[config.mk]
export PLATFORM = sky130hd
export DESIGN_NAME = armCore
export DESIGN_NICKNAME = d
export VERILOG_FILES = /design/src/common/armPkg.sv /design/src/decode/controlDecoder.sv /design/src/decode/decodeStage.sv /design/src/decode/registerFile.sv /design/src/execute/aluFlags.sv /design/src/execute/barrelShifter.sv /design/src/execute/executeStage.sv /design/src/armCore.sv /design/src/fetchStage.sv
export SDC_FILE = /design/constraint.sdc
export NUM_CORES = 2
export LEC_CHECK = 0
export BUFFER_PORTS_ARGS = -buffer_cell sky130_fd_sc_hd__buf_2
export CORE_MARGIN = 8
export CORE_UTILIZATION = 34
export CTS_CLUSTER_SIZE = 14
export DETAILED_ROUTE_END_ITERATION = 10
export PLACE_DENSITY = 0.54
export SETUP_SLACK_MARGIN = 0.15
export SLEW_MARGIN = 20
export SYNTH_ARGS = -nofsm -noshare
export SYNTH_HDL_FRONTEND = slang
export SYNTH_SLANG_ARGS = --single-unit
export TNS_END_PERCENT = 1
[constraint.sdc]
create_clock -name Clk -period 45.1 [get_ports Clk]
set_input_delay 2.255 -clock Clk [delete_from_list [all_inputs] [get_ports Clk]]
set_output_delay 2.255 -clock Clk [all_outputs]
set_load 0.05 [all_outputs]
[src/common/armPkg.sv]
/* Shared types for the ARM-style core: word, register, flag and opcode
   types, operand and shift enums, and core-wide constants */
package armPkg;

  typedef logic [31:0] dataT;     // Instruction, address or operand word
  typedef logic [3:0]  regAddrT;  // Register number
  typedef logic [3:0]  flagsT;    // N Z C V from MSB down

  // Data-processing opcodes in instruction encoding order
  typedef enum logic [3:0] {
    aluAnd = 4'h0,
    aluEor = 4'h1,
    aluSub = 4'h2,
    aluRsb = 4'h3,
    aluAdd = 4'h4,
    aluAdc = 4'h5,
    aluSbc = 4'h6,
    aluRsc = 4'h7,
    aluTst = 4'h8,
    aluTeq = 4'h9,
    aluCmp = 4'ha,
    aluCmn = 4'hb,
    aluOrr = 4'hc,
    aluMov = 4'hd,
    aluBic = 4'he,
    aluMvn = 4'hf
  } aluOpT;

  typedef enum logic [1:0] {
    shLsl = 2'b00,
    shLsr = 2'b01,
    shAsr = 2'b10,
    shRor = 2'b11
  } shiftTypeT;

  typedef enum logic {
    modeImm = 1'b0,  // Rotated 8-bit immediate
    modeReg = 1'b1   // Rm shifted by immediate amount
  } operandModeT;

  localparam regAddrT PcReg    = 4'd15;  // Program counter view
  localparam dataT    NopInstr = '0;     // All-zero NOP

  // Bit positions inside flagsT
  localparam int FlagN = 3;
  localparam int FlagZ = 2;
  localparam int FlagC = 1;
  localparam int FlagV = 0;

endpackage

[src/decode/controlDecoder.sv]
/* Control decoder for data-processing instructions, immediate and
   register-shifted-by-immediate forms */
module controlDecoder
  import armPkg::*;
(
  input  dataT        Instr,
  output aluOpT       AluOp,
  output operandModeT Mode,
  output logic        Write,
  output logic        SetFlags,
  output regAddrT     Rd
);

  logic isImmForm;
  logic isRegForm;
  logic supported;
  logic isCompare;

  // Class comes from bits 27:25, bit 4 separates shift by register
  assign isImmForm = (Instr[27:25] == 3'b001);
  assign isRegForm = (Instr[27:25] == 3'b000) && !Instr[4];

  // The all-zero word decodes as AND but retires as a NOP
  assign supported = (isImmForm || isRegForm) && (Instr != NopInstr);

  assign AluOp = aluOpT'(Instr[24:21]);
  assign Mode  = isImmForm ? modeImm : modeReg;
  assign Rd    = Instr[15:12];

  always_comb begin
    unique case (AluOp)
      aluTst, aluTeq, aluCmp, aluCmn: isCompare = 1'b1;  // Flags only
      default:                        isCompare = 1'b0;
    endcase
  end

  assign Write    = supported && !isCompare && (Rd != PcReg);
  assign SetFlags = supported && Instr[20];  // S bit

endmodule

[src/decode/decodeStage.sv]
/* Decode stage: control decode, operand read, bubble insertion and
   the decode/execute pipeline register */
module decodeStage
  import armPkg::*;
(
  input  logic        Clk,
  input  logic        Reset,
  input  logic        Hold,
  input  dataT        IdInstr,
  input  dataT        IdPc,
  input  logic        WbEnable,
  input  regAddrT     WbReg,
  input  dataT        WbData,
  output dataT        ExOperandA,
  output dataT        ExRm,
  output logic [11:0] ExImm,
  output operandModeT ExMode,
  output shiftTypeT   ExShiftType,
  output aluOpT       ExAluOp,
  output regAddrT     ExRd,
  output logic        ExWrite,
  output logic        ExSetFlags
);

  aluOpT       idAluOp;
  operandModeT idMode;
  logic        idWrite;
  logic        idSetFlags;
  regAddrT     idRd;
  dataT        rnData;
  dataT        rmData;

  controlDecoder controlDecoder_i (
    .Instr   (IdInstr),
    .AluOp   (idAluOp),
    .Mode    (idMode),
    .Write   (idWrite),
    .SetFlags(idSetFlags),
    .Rd      (idRd)
  );

  registerFile registerFile_i (
    .Clk        (Clk),
    .Reset      (Reset),
    .ReadA      (IdInstr[19:16]),  // Rn
    .ReadB      (IdInstr[3:0]),    // Rm
    .Pc         (IdPc),
    .DataA      (rnData),
    .DataB      (rmData),
    .WriteEnable(WbEnable),
    .WriteReg   (WbReg),
    .WriteData  (WbData)
  );

  always_ff @(posedge Clk or posedge Reset) begin
    if (Reset) begin
      ExOperandA  <= '0;
      ExRm        <= '0;
      ExImm       <= '0;
      ExMode      <= modeImm;
      ExShiftType <= shLsl;
      ExAluOp     <= aluAnd;
      ExRd        <= '0;
      ExWrite     <= 1'b0;
      ExSetFlags  <= 1'b0;
    end else begin
      ExOperandA  <= rnData;
      ExRm        <= rmData;
      ExImm       <= IdInstr[11:0];
      ExMode      <= idMode;
      ExShiftType <= shiftTypeT'(IdInstr[6:5]);
      ExAluOp     <= idAluOp;
      ExRd        <= idRd;
      ExWrite     <= idWrite && !Hold;     // Bubble while fetch is frozen
      ExSetFlags  <= idSetFlags && !Hold;
    end
  end

endmodule

[src/decode/registerFile.sv]
/* Register file with sixteen registers, two read ports and one write port */
module registerFile
  import armPkg::*;
(
  input  logic    Clk,
  input  logic    Reset,
  input  regAddrT ReadA,
  input  regAddrT ReadB,
  input  dataT    Pc,
  output dataT    DataA,
  output dataT    DataB,
  input  logic    WriteEnable,
  input  regAddrT WriteReg,
  input  dataT    WriteData
);

  dataT regs [16];
  dataT pcView;

  assign pcView = Pc + 32'd8;  // Fetch runs two words ahead

  always_ff @(posedge Clk or posedge Reset) begin
    if (Reset) begin
      for (int i = 0; i < 16; i++) begin
        regs[i] <= '0;
      end
    end else if (WriteEnable && (WriteReg != PcReg)) begin
      regs[WriteReg] <= WriteData;
    end
  end

  // No write-through, same-cycle reads see the old value
  assign DataA = (ReadA == PcReg) ? pcView : regs[ReadA];
  assign DataB = (ReadB == PcReg) ? pcView : regs[ReadB];

endmodule

[src/execute/aluFlags.sv]
/* ALU for the sixteen data-processing opcodes and the NZCV flag register */
module aluFlags
  import armPkg::*;
(
  input  logic  Clk,
  input  logic  Reset,
  input  dataT  A,
  input  dataT  B,
  input  aluOpT AluOp,
  input  logic  SetFlags,
  output dataT  Result,
  output flagsT Flags
);

  dataT        addX;
  dataT        addY;
  logic        addCin;
  logic        isArith;
  logic [32:0] sum;
  dataT        logicResult;
  logic        overflow;

  // Every arithmetic opcode is one adder with chosen inputs
  always_comb begin
    addX    = A;
    addY    = B;
    addCin  = 1'b0;
    isArith = 1'b1;
    unique case (AluOp)
      aluAdd, aluCmn: addCin = 1'b0;
      aluAdc:         addCin = Flags[FlagC];
      aluSub, aluCmp: begin
        addY   = ~B;               // Carry set means no borrow
        addCin = 1'b1;
      end
      aluSbc: begin
        addY   = ~B;
        addCin = Flags[FlagC];
      end
      aluRsb: begin
        addX   = B;
        addY   = ~A;
        addCin = 1'b1;
      end
      aluRsc: begin
        addX   = B;
        addY   = ~A;
        addCin = Flags[FlagC];
      end
      default: isArith = 1'b0;
    endcase
  end

  always_comb begin
    unique case (AluOp)
      aluAnd, aluTst: logicResult = A & B;
      aluEor, aluTeq: logicResult = A ^ B;
      aluOrr:         logicResult = A | B;
      aluMov:         logicResult = B;
      aluBic:         logicResult = A & ~B;
      aluMvn:         logicResult = ~B;
      default:        logicResult = '0;  // Arithmetic opcodes
    endcase
  end

  assign sum      = {1'b0, addX} + {1'b0, addY} + {32'b0, addCin};
  assign overflow = (addX[31] == addY[31]) && (sum[31] != addX[31]);
  assign Result   = isArith ? sum[31:0] : logicResult;

  always_ff @(posedge Clk or posedge Reset) begin
    if (Reset) begin
      Flags <= '0;
    end else if (SetFlags) begin
      Flags[FlagN] <= Result[31];
      Flags[FlagZ] <= (Result == '0);
      if (isArith) begin
        Flags[FlagC] <= sum[32];
        Flags[FlagV] <= overflow;
      end                               // Logical ops keep C and V
    end
  end

endmodule

[src/execute/barrelShifter.sv]
/* Barrel shifter for the second operand, rotated immediate or shifted Rm */
module barrelShifter
  import armPkg::*;
(
  input  dataT        Rm,
  input  logic [11:0] Imm,
  input  operandModeT Mode,
  input  shiftTypeT   ShiftType,
  output dataT        Operand
);

  function automatic dataT rotateRight(dataT value, logic [4:0] amount);
    logic [63:0] doubled;
    doubled = {value, value} >> amount;
    return doubled[31:0];
  endfunction

  logic [4:0] immRotate;
  logic [4:0] shiftAmount;

  assign immRotate   = {Imm[11:8], 1'b0};  // Twice the rotate field
  assign shiftAmount = Imm[11:7];

  always_comb begin
    if (Mode == modeImm) begin
      Operand = rotateRight({24'b0, Imm[7:0]}, immRotate);
    end else begin
      unique case (ShiftType)
        shLsl:   Operand = Rm << shiftAmount;
        shLsr:   Operand = Rm >> shiftAmount;
        shAsr:   Operand = dataT'($signed(Rm) >>> shiftAmount);  // Sign fill
        default: Operand = rotateRight(Rm, shiftAmount);
      endcase
    end
  end

endmodule

[src/execute/executeStage.sv]
/* Execute stage: shifter, ALU with flags, and the execute/memory and
   memory/write-back pipeline registers */
module executeStage
  import armPkg::*;
(
  input  logic        Clk,
  input  logic        Reset,
  input  dataT        ExOperandA,
  input  dataT        ExRm,
  input  logic [11:0] ExImm,
  input  operandModeT ExMode,
  input  shiftTypeT   ExShiftType,
  input  aluOpT       ExAluOp,
  input  regAddrT     ExRd,
  input  logic        ExWrite,
  input  logic        ExSetFlags,
  output logic        WbEnable,
  output regAddrT     WbReg,
  output dataT        WbData,
  output flagsT       Flags
);

  dataT    operandB;
  dataT    aluResult;
  logic    memWrite;
  regAddrT memRd;
  dataT    memData;

  barrelShifter barrelShifter_i (
    .Rm       (ExRm),
    .Imm      (ExImm),
    .Mode     (ExMode),
    .ShiftType(ExShiftType),
    .Operand  (operandB)
  );

  aluFlags aluFlags_i (
    .Clk     (Clk),
    .Reset   (Reset),
    .A       (ExOperandA),
    .B       (operandB),
    .AluOp   (ExAluOp),
    .SetFlags(ExSetFlags),
    .Result  (aluResult),
    .Flags   (Flags)
  );

  // Memory stage carries the result unchanged
  always_ff @(posedge Clk or posedge Reset) begin
    if (Reset) begin
      memWrite <= 1'b0;
      memRd    <= '0;
      memData  <= '0;
      WbEnable <= 1'b0;
      WbReg    <= '0;
      WbData   <= '0;
    end else begin
      memWrite <= ExWrite;
      memRd    <= ExRd;
      memData  <= aluResult;
      WbEnable <= memWrite;   // Register file takes it one edge later
      WbReg    <= memRd;
      WbData   <= memData;
    end
  end

endmodule

[src/armCore.sv]
/* Top level of the five-stage core: fetch, decode and execute stages */
module armCore
  import armPkg::*;
#(
  parameter dataT ResetAddr = '0
) (
  input  logic    Clk,
  input  logic    Reset,
  input  logic    Hold,
  output dataT    InstrAddr,
  input  dataT    Instr,
  output logic    WbEnable,
  output regAddrT WbReg,
  output dataT    WbData,
  output flagsT   Flags
);

  dataT        idInstr;
  dataT        idPc;
  dataT        exOperandA;
  dataT        exRm;
  logic [11:0] exImm;
  operandModeT exMode;
  shiftTypeT   exShiftType;
  aluOpT       exAluOp;
  regAddrT     exRd;
  logic        exWrite;
  logic        exSetFlags;

  fetchStage #(
    .ResetAddr(ResetAddr)
  ) fetchStage_i (
    .Clk      (Clk),
    .Reset    (Reset),
    .Hold     (Hold),
    .Instr    (Instr),
    .InstrAddr(InstrAddr),
    .IdInstr  (idInstr),
    .IdPc     (idPc)
  );

  decodeStage decodeStage_i (
    .Clk        (Clk),
    .Reset      (Reset),
    .Hold       (Hold),
    .IdInstr    (idInstr),
    .IdPc       (idPc),
    .WbEnable   (WbEnable),   // Write-back loops into register file
    .WbReg      (WbReg),
    .WbData     (WbData),
    .ExOperandA (exOperandA),
    .ExRm       (exRm),
    .ExImm      (exImm),
    .ExMode     (exMode),
    .ExShiftType(exShiftType),
    .ExAluOp    (exAluOp),
    .ExRd       (exRd),
    .ExWrite    (exWrite),
    .ExSetFlags (exSetFlags)
  );

  executeStage executeStage_i (
    .Clk        (Clk),
    .Reset      (Reset),
    .ExOperandA (exOperandA),
    .ExRm       (exRm),
    .ExImm      (exImm),
    .ExMode     (exMode),
    .ExShiftType(exShiftType),
    .ExAluOp    (exAluOp),
    .ExRd       (exRd),
    .ExWrite    (exWrite),
    .ExSetFlags (exSetFlags),
    .WbEnable   (WbEnable),
    .WbReg      (WbReg),
    .WbData     (WbData),
    .Flags      (Flags)
  );

endmodule

[src/fetchStage.sv]
/* Program counter and fetch/decode pipeline register */
module fetchStage
  import armPkg::*;
#(
  parameter dataT ResetAddr = '0
) (
  input  logic Clk,
  input  logic Reset,
  input  logic Hold,
  input  dataT Instr,
  output dataT InstrAddr,
  output dataT IdInstr,
  output dataT IdPc
);

  always_ff @(posedge Clk or posedge Reset) begin
    if (Reset) begin
      InstrAddr <= ResetAddr;
      IdInstr   <= NopInstr;      // Decode starts on a bubble
      IdPc      <= '0;
    end else if (!Hold) begin
      InstrAddr <= InstrAddr + 32'd4;
      IdInstr   <= Instr;         // Instruction returns in the same cycle
      IdPc      <= InstrAddr;     // Address that fetched it
    end
  end

endmodule

==> results.tsv <==
stage	metric	value	unit
timing	hold_viol_final	0	
logic_synthesis	synth.yosys.seq_area_share	41.5	%
die	fp.dieH	385	um
die	die_w	385	um
layout	area_delta_synth_final	10.4	%
logic_synthesis	synth_enable_flop_cells	0	
worst_setup_path	critPathArrivalTime	8.72	ns
logic_synthesis	synth_top_area_cell	dfrtp_1	
die	rows	135	
placed_design	io_buffers	105	
clock_network	postCtsResizedCells	0	
timing	fin_tns_setup	0	ns
logic_synthesis	synthDistinctLibCells	87	
clock_network	postCtsSetupBuffers	0	
grt	antenna_found_initial	4	
drt	via_count	33400	
clock_network	hold_buffers	0	
drt	ant_nets	0	
power	ir_drop	31.0	uV
power	total_power	2410	uW
placed_design	dp_hpwl	107	mm
drt	drtPass1Iterations	6	
clock_network	cts_buffer_depth	3	
clock_network	cts_sinks	769	
clock_network	clk_pin_slew_worst_paths	0.06	ns
logic_synthesis	synth.area.top_cells	dfrtp_1, mux4_2, mux2_2	
logic_synthesis	yosys-top-cells-count	dfrtp_1, mux2_2, mux4_2, clkbuf_1, nand2_1	
drt	drc	0	
drt	drt_wl_total	163	mm
logic_synthesis	synth_top_area_share	41.5	%
worst_setup_path	end_kind	flip-flop	
logic_synthesis	synth-seq-cells	769	
grt	grt_pass1_wl	241	mm
timing	max_clock_freq	0.123	GHz
power	power_density	47.1	nW/um2
timing	rsz0062_at_grt	no	
run_status	run_status	completed	
logic_synthesis	syn_inst	3739	
timing	clock_skew	0.0215	ns
timing	tightest_slew	1.11	ns
flow_run	maxCapViolCount	0	
timing	slew_violations	0	
logic_synthesis	syn_area	46400	um2
timing	fin_crit	8.13	ns
worst_setup_path	critPathRequiredTime	45.68	ns
clock_network	cts_tree	done	
grt	groute.usage.overall	21.7	%
grt	grt_overflow	0	
grt	first_global_vias	33500	
worst_setup_path	crit_fanout	43	
worst_setup_path	setup.worst_path.class	flip-flop to flip-flop	
placed_design	place.gp.congestion	1.01	
logic_synthesis	async_flop_share	100	%
logic_synthesis	yosysWarnings	0	
drt	avgRoutedWirePerCell	29.8	um
logic_synthesis	yosysMostFrequentCell	dfrtp_1	
logic_synthesis	synth.avg_cell_area	12.4	um2
die	dieArea	148000	um2
grt	grt_max_degree	181	
die	start_util	34.2	%
clock_network	cts_root_buf	clkbuf_16	
clock_network	insertion_delay	0.66	ns
worst_hold_path	min_path_type	flip-flop to flip-flop	
power	p_leak	0.0221	uW
layout	fin_nets	3736	
timing	post-route-period-util	18.0	%
die	coreArea	135000	um2
worst_setup_path	startpoint_type	flip-flop	
drt	viasPerCell	6.09	
timing	slew_headroom	25.9	%
layout	fillers	13000	
clock_network	htreeDepth	3	
timing	setup_viol	0	
layout	drive_gt1_share	36.9	%
logic_synthesis	yosys_most_used_dff	dfrtp_1	
die	ioPinCount	108	
clock_network	numCtsBuffers	81	
drt	first_iter_violations	3767	
==> registers in the layout, summed over array words and instances (netlist names), 30 cells and up <==
name / count
decodeStage_i.registerFile_i.regs: 512
decodeStage_i.ExOperandA: 32
decodeStage_i.ExRm: 32
executeStage_i.WbData: 32
executeStage_i.memData: 32
fetchStage_i.IdInstr: 32
fetchStage_i.IdPc: 30
fetchStage_i.InstrAddr: 30
==> layer usage <==
layer | vias up | track usage (%) | wire length, um
met3 | 336 | 3.52 | 12500
met2 | 1528 | 34.1 | 75400
met5 | - | 0 | 13
met1 | 17500 | 30.3 | 69200
li1 | 14000 | - | -
met4 | 2 | 7.59 | 6140
==> report_power, final <==
group          internal [uW]  switching, uW  total [uW]
Sequential               811            190        1000
Clock                    401            295         696
Combinational            317            397         714
Total                   1530            883        2410
==> cell usage in the layout, fill, tap and decap left out, types with 81 or more instances in the layout <==
master	n
dfrtp_1	757
mux2_2	610
mux4_2	380
nand2_1	234
o21ai_0	195
nor2_1	136
a21oi_1	121
mux2i_1	109
buf_2	104
clkbuf_16	81
==> cell type report <==
class                      instances  area, um2  area share, %
antenna                            1       2.50        0.00489
clock buffer                     118       2360           4.60
clock inverter                    28        392          0.765
inverter                          51        199          0.389
multi-input combinational       2545      25500           49.9
sequential                       769      19300           37.7
tap                             1781       2230           4.36
timing repair buffer             186       1170           2.30
==> worst max-delay path, cell delays in order, from the launching register on <==
cell,delay (ns)
dfrtp_4,0.79
buf_4,0.66
buf_4,0.56
mux4_2,0.58
nand3_1,0.12
nor2_1,0.07
a311oi_1,0.40
o22ai_1,0.17
a211oi_2,0.69
mux2i_1,0.24
o21ai_0,0.11
ha_1,0.43
nand2_1,0.11
nor4_1,0.07
a221o_1,0.30
a211o_1,0.35
a211o_1,0.41
xnor2_1,0.17
a221oi_1,0.13
or4_1,0.57
or4_1,0.48
nor4_1,0.34
nand4_1,0.15
o21ai_1,0.10
==> kinds of logic (layout without fill, tap and decap cells) <==
family                     Yosys count  count (layout)  share of synthesized area (%)
and+or+nand+nor                    672             672                           6.89
DFF                                769             769                           41.5
AOI/OAI and AO/OA                  608             608                           8.50
xor gates and xnor gates            82              82                           1.55
muxes                             1114            1114                           36.0
buffers and inverters              426             383                           3.67
other                                1               3                        0.00809
adders and majority gates           67              67                           1.84
==> metrics by stage <==
stage | hold slack (ns) | utilization, % | instances | worst slack (ns) | area (um2)
final | 0.337 | 37.8 | 5479 | 36.97 | 51200
after global placement | 0.332 | 35.7 | 5330 | 37.13 | 48400
after global routing | 0.344 | 37.8 | 5478 | 36.37 | 51200
after floorplan | 0.331 | - | 3740 | 21.26 | 46400
after CTS | 0.337 | 37.8 | 5476 | 37.06 | 51100
after detailed placement | 0.335 | 35.7 | 5330 | 37.18 | 48400
==> path summary, 6_finish.rpt <==
| check | to | cells past startpoint | startpoint | slack, ns |
|---|---|---|---|---|
| setup / recovery | executeStage_i.aluFlags_i.Flags[2] | 23 | decodeStage_i.ExImm[7] | 36.97 |
| hold / removal | executeStage_i.WbData[29] | 0 | executeStage_i.memData[29] | 0.34 |
| setup reg to reg | executeStage_i.aluFlags_i.Flags[2] | 23 | decodeStage_i.ExImm[7] | 36.97 |
| hold reg to reg | executeStage_i.WbData[29] | 0 | executeStage_i.memData[29] | 0.34 |
| max in group asynchronous | decodeStage_i.ExImm[10] | 4 | Reset | 40.77 |
| min in group asynchronous | decodeStage_i.registerFile_i.regs[361] | 2 | Reset | 1.74 |
Power figures use the tool's default switching activity.
